## config.mk

```make
export PLATFORM = sky130hd
export DESIGN_NAME = zx_mem_top
export DESIGN_NICKNAME = d
export VERILOG_FILES = /design/src/zx_mem_pkg.sv /design/src/phase_counter.sv /design/src/window_pager.sv /design/src/cpu_port.sv /design/src/dram_arbiter.sv /design/src/zx_mem_top.sv
export SDC_FILE = /design/constraint.sdc
export NUM_CORES = 1
export LEC_CHECK = 0
export BUFFER_PORTS_ARGS = -buffer_cell sky130_fd_sc_hd__buf_4
export CAP_MARGIN = 0
export CORE_MARGIN = 1.5
export CORE_UTILIZATION = 50
export DETAILED_ROUTE_END_ITERATION = 10
export MAX_ROUTING_LAYER = met4
export PLACE_DENSITY = 0.79
export SLEW_MARGIN = 30
export SYNTH_ARGS = -nofsm -noshare
export SYNTH_HDL_FRONTEND = slang
export SYNTH_SLANG_ARGS = --single-unit
```

## constraint.sdc

```tcl
create_clock -name fclk -period 2.6 [get_ports fclk]
set_input_delay 0.13 -clock fclk [delete_from_list [all_inputs] [get_ports fclk]]
set_output_delay 0.13 -clock fclk [all_outputs]
set_load 0.01 [all_outputs]
```

## src/zx_mem_pkg.sv

```systemverilog
`default_nettype none

package zx_mem_pkg;

	////////////////////////////////////////
	// widths
	////////////////////////////////////////

	localparam int PAGE_W  = 8;
	localparam int ZADDR_W = 16;
	localparam int ZDATA_W = 8;
	localparam int DADDR_W = 21;
	localparam int DWORD_W = 16;
	localparam int BSEL_W  = 2;
	localparam int NUM_WIN = 4;

	typedef logic [PAGE_W-1:0]  page_t;
	typedef logic [ZADDR_W-1:0] zaddr_t;
	typedef logic [ZDATA_W-1:0] zdata_t;
	typedef logic [DADDR_W-1:0] daddr_t;
	typedef logic [DWORD_W-1:0] dword_t;

	// bit 1 high byte, bit 0 low byte
	typedef logic [BSEL_W-1:0]  bsel_t;

	typedef enum logic [1:0] {PH_C0, PH_C1, PH_C2, PH_C3} phase_e;

	typedef enum logic [1:0] {OWN_NONE, OWN_VIDEO, OWN_CPU} owner_e;

	////////////////////////////////////////
	// bus and command bundles
	////////////////////////////////////////

	typedef struct packed {
		zaddr_t za;
		zdata_t zd;
		logic   rnw;
	} z80_bus_t;

	typedef struct packed {
		daddr_t addr;
		logic   rnw;
		bsel_t  bsel;
		dword_t wrdata;
	} dram_cmd_t;

endpackage

`default_nettype wire

```

## src/phase_counter.sv

```systemverilog
`timescale 1ns/1ps
`default_nettype none

module phase_counter
	import zx_mem_pkg::*;
(
	input  wire logic fclk,
	input  wire logic rst_n,
	output phase_e    phase
);

	// four fclk cycles per DRAM slot, c0 first
	always_ff @(posedge fclk or negedge rst_n)
	begin
		if (!rst_n)
		begin
			phase <= PH_C0;
		end
		else
		begin
			phase <= phase_e'(phase + 2'd1);
		end
	end

endmodule

`default_nettype wire

```

## src/window_pager.sv

```systemverilog
`timescale 1ns/1ps
`default_nettype none

module window_pager
	import zx_mem_pkg::*;
(
	input  wire logic     fclk,
	input  wire logic     rst_n,
	input  z80_bus_t      cpu_bus,
	input  wire logic     page_wr,
	output dram_cmd_t     cpu_cmd
);

	page_t        page_q [NUM_WIN];
	logic [1:0]   win;

	// window index comes from the two top address bits
	assign win = cpu_bus.za[15:14];

	////////////////////////////////////////
	// page registers
	////////////////////////////////////////

	always_ff @(posedge fclk or negedge rst_n)
	begin
		if (!rst_n)
		begin
			for (int i = 0; i < NUM_WIN; i++)
			begin
				page_q[i] <= page_t'(i);
			end
		end
		else if (page_wr)
		begin
			page_q[win] <= cpu_bus.zd;
		end
	end

	////////////////////////////////////////
	// address translation
	////////////////////////////////////////

	always_comb
	begin
		cpu_cmd.addr   = {page_q[win], cpu_bus.za[13:1]};
		cpu_cmd.rnw    = cpu_bus.rnw;
		// odd address selects the high lane
		cpu_cmd.bsel   = cpu_bus.za[0] ? 2'b10 : 2'b01;
		cpu_cmd.wrdata = {cpu_bus.zd, cpu_bus.zd};
	end

endmodule

`default_nettype wire

```

## src/cpu_port.sv

```systemverilog
`timescale 1ns/1ps
`default_nettype none

module cpu_port
	import zx_mem_pkg::*;
(
	input  wire logic fclk,
	input  wire logic rst_n,
	input  phase_e    phase,
	input  wire logic cpu_req,
	input  dram_cmd_t cpu_cmd,
	input  wire logic cpu_next,
	input  dword_t    dram_rddata,
	output logic      cpu_pend,
	output dram_cmd_t pend_cmd,
	output logic      cpu_busy,
	output logic      cpu_done,
	output zdata_t    cpu_rddata
);

	logic accept;
	logic req_q;
	logic slot_act;
	logic sample;

	// a second request during a busy access is dropped
	assign accept = cpu_req && !cpu_busy;

	// data phase of our own slot
	assign sample = slot_act && (phase == PH_C2);

	////////////////////////////////////////
	// request and slot tracking
	////////////////////////////////////////

	always_ff @(posedge fclk or negedge rst_n)
	begin
		if (!rst_n)
		begin
			req_q    <= 1'b0;
			cpu_pend <= 1'b0;
			slot_act <= 1'b0;
			cpu_busy <= 1'b0;
			cpu_done <= 1'b0;
		end
		else
		begin
			req_q    <= accept;
			cpu_done <= sample;
			// pending follows the captured command by one cycle
			if (req_q)
				cpu_pend <= 1'b1;
			else if (cpu_next)
				cpu_pend <= 1'b0;
			if (cpu_next)
				slot_act <= 1'b1;
			else if (sample)
				slot_act <= 1'b0;
			if (accept)
				cpu_busy <= 1'b1;
			else if (sample)
				cpu_busy <= 1'b0;
		end
	end

	// held command and read byte
	always_ff @(posedge fclk)
	begin
		if (accept)
			pend_cmd <= cpu_cmd;
		if (sample && pend_cmd.rnw)
			cpu_rddata <= pend_cmd.bsel[1] ? dram_rddata[15:8] : dram_rddata[7:0];
	end

endmodule

`default_nettype wire

```

## src/dram_arbiter.sv

```systemverilog
`timescale 1ns/1ps
`default_nettype none

module dram_arbiter
	import zx_mem_pkg::*;
#(
	parameter bit VIDEO_FIRST = 1'b1
)
(
	input  wire logic fclk,
	input  wire logic rst_n,
	input  phase_e    phase,
	input  wire logic video_req,
	input  daddr_t    video_addr,
	input  wire logic cpu_pend,
	input  dram_cmd_t pend_cmd,
	output logic      cpu_next,
	output logic      dram_req,
	output dram_cmd_t dram_cmd
);

	owner_e    owner;
	owner_e    next_owner;
	logic      pend_q;
	dram_cmd_t video_cmd;

	////////////////////////////////////////
	// slot owner
	////////////////////////////////////////

	// registered view of the cpu request
	always_ff @(posedge fclk or negedge rst_n)
	begin
		if (!rst_n)
		begin
			pend_q <= 1'b0;
		end
		else
		begin
			pend_q <= cpu_pend;
		end
	end

	always_comb
	begin
		if (video_req && VIDEO_FIRST)
			next_owner = OWN_VIDEO;
		else if (pend_q)
			next_owner = OWN_CPU;
		else if (video_req)
			next_owner = OWN_VIDEO;
		else
			next_owner = OWN_NONE;
	end

	// decision at c3, owner holds for the whole next slot
	always_ff @(posedge fclk or negedge rst_n)
	begin
		if (!rst_n)
		begin
			owner <= OWN_NONE;
		end
		else if (phase == PH_C3)
		begin
			owner <= next_owner;
		end
	end

	////////////////////////////////////////
	// command issue
	////////////////////////////////////////

	always_comb
	begin
		video_cmd.addr   = video_addr;
		video_cmd.rnw    = 1'b1;
		video_cmd.bsel   = 2'b11;
		video_cmd.wrdata = '0;
	end

	assign dram_req = (phase == PH_C0) && (owner != OWN_NONE);
	assign cpu_next = (phase == PH_C0) && (owner == OWN_CPU);

	// only meaningful while dram_req is high
	assign dram_cmd = (owner == OWN_VIDEO) ? video_cmd : pend_cmd;

endmodule

`default_nettype wire

```

## src/zx_mem_top.sv

```systemverilog
`timescale 1ns/1ps
`default_nettype none

module zx_mem_top
	import zx_mem_pkg::*;
#(
	parameter bit VIDEO_FIRST = 1'b1
)
(
	input  wire logic fclk,
	input  wire logic rst_n,

	// cpu side
	input  z80_bus_t  cpu_bus,
	input  wire logic cpu_req,
	input  wire logic page_wr,
	output logic      cpu_busy,
	output logic      cpu_done,
	output zdata_t    cpu_rddata,

	// video fetcher
	input  wire logic video_req,
	input  daddr_t    video_addr,

	// dram
	output logic      dram_req,
	output dram_cmd_t dram_cmd,
	input  dword_t    dram_rddata
);

	phase_e    phase;
	dram_cmd_t cpu_cmd;
	dram_cmd_t pend_cmd;
	logic      cpu_pend;
	logic      cpu_next;

	phase_counter i_phase_counter (
		.fclk  (fclk),
		.rst_n (rst_n),
		.phase (phase)
	);

	window_pager i_window_pager (
		.fclk    (fclk),
		.rst_n   (rst_n),
		.cpu_bus (cpu_bus),
		.page_wr (page_wr),
		.cpu_cmd (cpu_cmd)
	);

	cpu_port i_cpu_port (
		.fclk        (fclk),
		.rst_n       (rst_n),
		.phase       (phase),
		.cpu_req     (cpu_req),
		.cpu_cmd     (cpu_cmd),
		.cpu_next    (cpu_next),
		.dram_rddata (dram_rddata),
		.cpu_pend    (cpu_pend),
		.pend_cmd    (pend_cmd),
		.cpu_busy    (cpu_busy),
		.cpu_done    (cpu_done),
		.cpu_rddata  (cpu_rddata)
	);

	dram_arbiter #(
		.VIDEO_FIRST (VIDEO_FIRST)
	) i_dram_arbiter (
		.fclk       (fclk),
		.rst_n      (rst_n),
		.phase      (phase),
		.video_req  (video_req),
		.video_addr (video_addr),
		.cpu_pend   (cpu_pend),
		.pend_cmd   (pend_cmd),
		.cpu_next   (cpu_next),
		.dram_req   (dram_req),
		.dram_cmd   (dram_cmd)
	);

endmodule

`default_nettype wire

```

======== Word level (Yosys, flattened, before mapping) ========
Index checks and enable logic that the tools add are counted.
cells by class
  add/sub/neg operators ................... 1
  multiply operators ...................... 0
  divide/modulo/power cells ............... 0
  order comparisons ....................... 2
  equality and inequality tests ........... 4
  shifts and indexed selects .............. 0
  multiplexer cells ....................... 16
  bitwise gates (word level) .............. 1
  reductions and logical operators ........ 12
operators by type and width
  cell                                                                    number
  40-bit two-way mux                                                      1
  32-bit bitwise mux                                                      1
  8-bit two-way mux                                                       4
  8-bit binary-select mux with 2-bit select                               1
  8-bit demux with 2-bit select                                           1
  2-bit nonzero test                                                      4
  2-bit equality test (second input constant)                             3
  1-bit logical AND                                                       6
  2-bit two-way mux                                                       3
  1-bit two-way mux                                                       5
  3-bit >= comparator (second input constant)                             1
  3-bit by 1-bit < comparator with 1-bit output (second input constant)   1
  2-bit inverter with 3-bit output                                        1
  2-bit by 1-bit adder with 2-bit output (second input constant)          1
  2-bit by 1-bit equality test with 1-bit output (second input constant)  1
  2-bit logical NOT                                                       1
  1-bit logical NOT                                                       1
storage, ports and cells
  register bits after elaboration ......... 90
  latch bits .............................. 0
  bits in writable memories ............... 0
  bits in read-only memories .............. 0
  input port bits ......................... 67
  output and inout port bits .............. 51
  word-level logic and storage cells ...... 53
  memories ................................ 0

======== Logic depth before layout (Yosys ltp) ========
Gate-level depths: netlist of run 1.
  word-level depth ........................ 6
  depth in mapped cells ................... 4
  depth with buffers taken out ............ 4

======== By module ========
Synthesis of run 1 repeated with hierarchy kept, for this count alone.
unflattened totals
  cell total of the unflattened synthesis .. 240
  area, all modules ....................... 4018.9 sq um
modules (own cells, without submodules)
  module         times used  cells each  area each (sq um)  sequential area each (sq um)
  cpu_port       1           71          1752.9             1566.5
  window_pager   1           110         1664.1             805.8
  dram_arbiter   1           55          539.3              75.1
  phase_counter  1           4           62.6               50.0

======== Worst setup path before layout of run 1 ========
No wires, ideal clock.
  path kind ............................... reg2reg
  from .................................... reg i_cpu_port.cpu_busy
  to ...................................... reg i_cpu_port.pend_cmd[10] (netlist name)
  library setup time ...................... 426 ps
  arrival ................................. 1913 ps
  required time ........................... 2174 ps
  slack ................................... 261 ps
  stages on the path, launching flop included .. 2
  path buffers ............................ 0
  cell sequence ........................... dfrtp_1 -> nor2b_1
on the way
  longest elaborated chain between the ends .. 2
ends and longest elaborated chain
  element                      RTL line        text
  start, declared              cpu_port.sv:16  output logic cpu_busy,
  start signal, assigned       cpu_port.sv:43  cpu_busy <= 1'b0;
  start signal, assigned       cpu_port.sv:60  cpu_busy <= 1'b1;
  start signal, assigned       cpu_port.sv:62  cpu_busy <= 1'b0;
  1-bit logical NOT            cpu_port.sv:27  assign accept = cpu_req && !cpu_busy;
  1-bit logical AND            cpu_port.sv:27
  named net i_cpu_port.accept  cpu_port.sv:21  logic accept;
The timed path passes the listed nets, and every way through them passes these cells.
A chain may end at the register's enable or synchronous reset.

==> impl_results.md, run 1 <==
- Status: completed
- Layout area overhead: 40.02%
- Antenna violations before repair: 0
- Sequence of cells on the critical path: nor2b_4 -> buf_12 -> mux2_2 -> buf_4
- IO buf count: ~120
- Worst slack at placement: 0.8755 ns
- Largest cells by area after synthesis: edfxtp_1 (34%), dfrtp_1 (27%), mux2_2 (20%), mux4_2 (3.2%), dfstp_2 (3.0%)
- Commonest cells post-synth: mux2_2 (62), edfxtp_1 (40), dfrtp_1 (38)
- Met1 Track Usage GR: 24.04%
- Part of the Yosys area used for sequential elements: 64.41%
- Setup_tns: 0 ns
- Latest clock arrival within the worst-skew pair: 0.34 ns
- Hold Crit Class: in -> reg
- Row count: 30
- Slowest CP cell: nor2b_4
- FF+latch count, synth: 82
- Unrepaired setup endpoints after global routing: no
- Synth top area share: approximately a third
- Cell Int Power: 2456 uW
- Critical Path Start Type: flip-flop
- Wire per inst: 14.89 um
- Sw Pwr: slightly below 700 uW
- Largest net degree at the start of global routing: 43
- Core Region: 6794 um2
- Worst EP required: 2.47 ns
- Combinational share of power: 17.4%
- GRT Util Overall: 19.28%
- Synth unique cells: 25
- Final Cycle Share: around four fifths
- Grt total ovfl: 0
- PD cells: 641.1 nW/um2
- Yosys synthesis warning count: 0
- Worst slew margin: 64.52%
- Fraction of layout cells with a size suffix above 1: about 62%
- Initial Util: between 50% and 60%
- Ant. Diodes: 0
- Grt peak-use layer: met2
- Post-CTS Setup Inserts: 0
- Full die area: 7520 um2
- Main synth FF type: edfxtp_1
- Die W: ~87 um
- Fin nets: ~400
- Iteration-0 DRC count of the detailed router: 72
- Reg power frac: about half
- Post-synth EDFFs: 40
- Synth Instances: 201
- Final HPWL DP: 4.567 mm
- Crit Path Max Fanout: 19
- CTS Hold Bufs: 24
- Post-synthesis cell area: 3505 um2
- Actual slew at the worst max-slew pin: about 0.53 ns
- CP Data Arrival Time: 1.94 ns
- DR pass1 iterations: 4
- Post-Route WL: 6.581 mm
- H-tree levels: 3
- First-pass GRT wire length: 10.32 mm
- Via count: 2182
- Sink Count: 82
- Gp weighted congestion: 0.7016
- PostCTS Resize Cnt: 0
- FFs w/ async S/R, synth: 51.22%
- Die Ht: 86.72 um
- Sw Ratio: a little over a fifth
- Vias in the first global route: 2099
- Most common cell in the netlist: mux2_2
- Synth area leader: edfxtp_1
- Clock transition at path regs: 0.08 ns
- # setup viols final: 0
- Class of the most critical setup path: reg -> out
- Clk pwr share: roughly a third
- Final ANT Viol Nets: 0
- Met3 Track Usage GR: 3.905%
- Lkg Pwr: around 0.0021 uW
- Max_cap viols: 0
- Final hold viol count: 0
- Total CTS buffers: 9
- Met2 Track Usage GR: 30.54%
- Fmax: 483.1 MHz
- Avg Inst Size Synth: 17.44 um2
- Vias per Instance: 4.937
- CTS tree: done
- Final Max Tran Viols: 0
- Post-synthesis net count: 271
- Final setup margin: 0.5300 ns
- Max VDD drop: 0.0003871 V
- Io pins: 118
- Element type at the critical path end: output pin
- Final Skew: 0.01105 ns
- CTS Buffer Depth: 2
- CP max stage delay: between 0.4 and 0.5 ns
- Root Buffer Master: clkbuf_8
- Final worst path period need: 2.070 ns
- DRC violations left: 0
==> path summary, 6_finish.rpt <==
path	start	endpoint	slack (ns)	cells after the start
min in group asynchronous	rst_n	i_cpu_port.cpu_done	0.30	2
hold reg to reg	i_cpu_port.cpu_pend	i_dram_arbiter.pend_q	0.38	0
setup reg to reg	i_cpu_port.cpu_busy	i_cpu_port.pend_cmd[24]	1.13	2
hold / removal	video_req	i_dram_arbiter.owner[0]	0.05	2
max in group asynchronous	rst_n	i_window_pager.page_q[0]	1.92	2
setup / recovery	i_dram_arbiter.owner[1]	dram_cmd[33]	0.53	4
==> cell type report <==
| type | instances | area [um2] |
|---|---|---|
| Clock buffer | 12 | 156.4 |
| Multi-Input combinational cell | 100 | 1136 |
| Timing Repair Buffer | 143 | 1146 |
| Tap cell | 96 | 120.1 |
| Clock inverter | 4 | 72.57 |
| Inverter | 5 | 18.77 |
| Fill cell | 467 | 1887 |
| Sequential cell | 82 | 2257 |
==> power groups by stage <==
stage	sequential (uW)	clock (uW)	combinational, uW
after detailed placement	1600	0	524
after global placement	1590	0	512
final	1570	1030	546
after floorplan	1570	0	311
after CTS	1570	1050	554
after global routing	1580	1120	592
==> logic make-up after synthesis <==
logic type               count (synthesis)  synth area share (%)
adder cells (fa/ha/maj)                  3                 1.071
AO/OA/AOI/OAI                            5                0.8569
flip-flops                              82                 64.41
AND/OR/NAND/NOR                         22                 4.748
multiplexers                            70                 25.38
buffers and inverters                   19                 3.534
==> metal layers <==
| metal | vias up | routed length (um) |
|---|---|---|
| li1 | 1028 | - |
| met1 | 1067 | 2837 |
| met2 | 80 | 3282 |
| met3 | 7 | 384 |
| met4 | 0 | 77 |
| met5 | - | 0 |
==> sequential cells by signal, summed over array words and instances (netlist names) <==
name                   flops
i_cpu_port.pend_cmd       32
i_window_pager.page_q     32
i_cpu_port.cpu_rddata      8
i_dram_arbiter.owner       2
i_phase_counter.phase      2
i_cpu_port.cpu_busy        1
i_cpu_port.cpu_done        1
i_cpu_port.cpu_pend        1
i_cpu_port.req_q           1
i_cpu_port.slot_act        1
i_dram_arbiter.pend_q      1
==> cells in the final DEF (no fill, tap or decap) <==
master	synthesis	layout
nor2b_4	0	2
and3_1	1	1
edfxtp_1	40	40
clkbuf_1	2	2
nand3b_1	2	2
mux4_1	3	3
nand3b_2	2	2
clkinv_2	0	1
nor3b_4	1	1
nor2b_1	9	8
inv_1	5	5
a21o_1	1	1
buf_4	10	118
mux4_2	5	5
clkbuf_8	0	9
dlygate4sd3_1	0	24
nand3_2	1	1
or2_2	3	3
a21oi_1	1	1
mux2_2	62	62
buf_12	0	1
dfstp_2	4	4
clkbuf_16	0	1
nor2_1	1	1
bufinv_16	0	2
o21a_1	1	1
o21ai_0	2	2
and2_1	1	1
clkinvlp_4	0	1
ha_1	3	3
dfrtp_1	38	38
==> critical path, delay by kind of cell (launching register included) <==
kind | cells | cell delay (ns)
buf+inv | 2 | 0.37
flops | 1 | 0.43
mux | 1 | 0.34
simple gates | 1 | 0.45
==> metrics by stage <==
| step | instances | total power, uW | hold WS [ns] | cell area, um2 | util [%] |
|---|---|---|---|---|---|
| global placement | 402 | 2097 | 0.1452 | 4438 | 65.32 |
| detailed placement | 402 | 2119 | 0.1442 | 4438 | 65.32 |
| CTS | 442 | 3175 | 0.03226 | 4907 | 72.23 |
| floorplan | 201 | 1882 | -0.1656 | 3505 | - |
| finish | 442 | 3146 | 0.04601 | 4907 | 72.23 |
| global route | 442 | 3296 | 0.02425 | 4907 | 72.23 |
No activity file was read; power rests on OpenSTA's default activity.
==> inputs of run 2 (changes only) <==
Settings changed: CORE_UTILIZATION 50 to 45, PLACE_DENSITY 0.79 to 0.75.
Clock period 2.6 ns to 1.71 ns, I/O delays scaled along.
==> impl_results.md, run 2 (synthesized netlist as in run 1, its figures left out) <==
- Largest regs: i_cpu_port.pend_cmd x32, i_window_pager.page_q x32, i_cpu_port.cpu_rddata x8
- Hold Crit Class: in -> reg
- Vias in the first global route: around 2400
- Final Cycle Share: 101.0%
- Hold depth: 2
- Placed inst area: 4449 um2
- Post-Route WL: about 7.7 mm
- Final hold viol count: 0
- Ant. Diodes: 0
- Cells after DPL: roughly 400
- Actual slew at the worst max-slew pin: 0.5323 ns
- Fraction of layout cells with a size suffix above 1: 61.80%
- Antenna violations before repair: 0
- WHS: 0.02755 ns
- Full die area: roughly 8300 um2
- RR Startpoint: i_phase_counter.phase[0]
- CP dominant cell by count: buf_12
- Via count: about 2200
- Grt total ovfl: 0
- Final Cell Area: 5180 um2
- CP Buf/Inv Count: 3
- GRT Util Overall: 20.33%
- RR Endpoint: i_cpu_port.cpu_rddata[7]
- Max VDD drop: 0.0005196 V
- Worst slew margin: 64.51%
- H-tree levels: 3
- Status: finished with violations
- Critical Path Start Type: flip-flop
- First-pass GRT wire length: 12.38 mm
- Final HPWL DP: 4.522 mm
- Latest clock arrival within the worst-skew pair: 0.35 ns
- Failing checks: negative setup slack
- Lkg Pwr: 0.002253 uW
- R2R depth: 3
- DRC violations left: 0
- Total CTS buffers: 9
- Crit Path Max Fanout: 8
- FF-to-FF setup slack: approximately 0.28 ns
- # setup viols final: 8
- IO buf count: 117
- Final Max Tran Viols: 0
- Die Ht: 91.25 um
- CP max stage delay: 0.41 ns
- CTS tree: done
- Wire per inst: 16.87 um
- Die W: 91.25 um
- CTS Buffer Depth: 2
- Class of the most critical setup path: reg -> out
- Final Skew: ~0.012 ns
- Tot Pwr: roughly 4800 uW
- DR pass1 iterations: 4
- PD cells: 917.0 nW/um2
- Io pins: 118
- Final setup margin: -0.01642 ns
- Worst EP required: approximately 1.6 ns
- Most frequent cells in the layout: buf_4 (97), mux2_2 (41), edfxtp_1 (40), dfrtp_1 (38), dlygate4sd3_1 (26)
- Final Instance Count excl. Fillers: around 460
- Initial Util: between 40% and 50%
- Unrepaired setup endpoints after global routing: yes
- Slowest CP cell: dfrtp_1
- Vias per Instance: 4.916
- WHS Endpoint: i_cpu_port.cpu_rddata[3]
- Layout area overhead: 47.80%
- Sequence of cells on the critical path: nor2b_4 -> buf_12 -> buf_12 -> mux2_4 -> buf_6
- Largest net degree at the start of global routing: 43
- CP Data Arrival Time: 1.64 ns
- Clock transition at path regs: roughly 0.090 ns
- Max_cap viols: 0
- Element type at the critical path end: output pin
- Fin nets: around 420
- Core Region: 7408 um2
- Iteration-0 DRC count of the detailed router: slightly above 90
- Final ANT Viol Nets: 0
- Largest delay share family, worst path: flip-flops
- Row count: 31
- Sink Count: 82
- Commonest non-fill, non-tap cell in the layout: buf_4
- Fmax: 579.2 MHz
- Root Buffer Master: clkbuf_8
- Setup_tns: -0.1106 ns
- Critical Path Source: i_dram_arbiter.owner[1]
- Gp weighted congestion: 0.7854
- Hold Startpoint: dram_rddata[3]
- Final worst path period need: 1.726 ns
==> run 2: per-stage QoR <==
step | setup slack, ns | utilization [%]
2_1_floorplan | 0.3295 | -
3_3_place_gp | 0.3086 | 60.06
3_5_place_dp | 0.2712 | 60.06
4_1_cts | -0.03085 | 70.29
5_1_grt | -0.07344 | 69.92
6_report | -0.01642 | 69.92
==> run 2: layout make-up <==
class	instances	area, um2
timing repair buffer	153	1373
clock buffer	10	127.6
multi-input combinational	100	1222
tap	99	123.9
inverter	5	18.77
fill	485	2228
clock inverter	6	57.56
sequential	82	2257
==> run 2: worst max-delay path by stage <==
stage | cells past startpoint | slack, ns | to
6_report | 5 | -0.02 | dram_cmd[36]
5_1_grt | 5 | -0.07 | dram_cmd[36]
4_1_cts | 5 | -0.03 | dram_cmd[32]
3_5_place_dp | 4 | 0.27 | dram_cmd[39]
3_3_place_gp | 4 | 0.31 | dram_cmd[37]
2_1_floorplan | 1 | 0.33 | i_cpu_port.pend_cmd[10]
==> run 2: worst register-to-register path, delay by kind of cell (launching register included) <==
family | cells | cell delay (ns)
and+or+nand+nor | 1 | 0.42
buffers and inverters | 1 | 0.10
DFF | 1 | 0.39
adders and majority gates | 1 | 0.18
==> run 2: timing repair <==
item                                   CTS  global route
hold buffers                            26             0
pin swaps                                1             0
setup endpoints to repair               20            36
gates resized for setup                 55             0
buffers inserted                         9             0
gates cloned                             2             0
endpoints found under the hold margin   76             0
==> run 2: per-layer routing <==
metal | global-route usage, % | vias up | share of wire (%)
met4 | 8.724 | 0 | 1.8
met1 | 24.02 | 1099 | 42
li1 | - | 1043 | -
met5 | - | - | 0
met3 | 4.188 | 12 | 4.9
met2 | 33.77 | 83 | 51
==> run 2: power by group <==
group          switching, uW  total, uW  internal [uW]
combinational            369       1050            678
clock                    664       1330            662
sequential              86.0       2380           2290
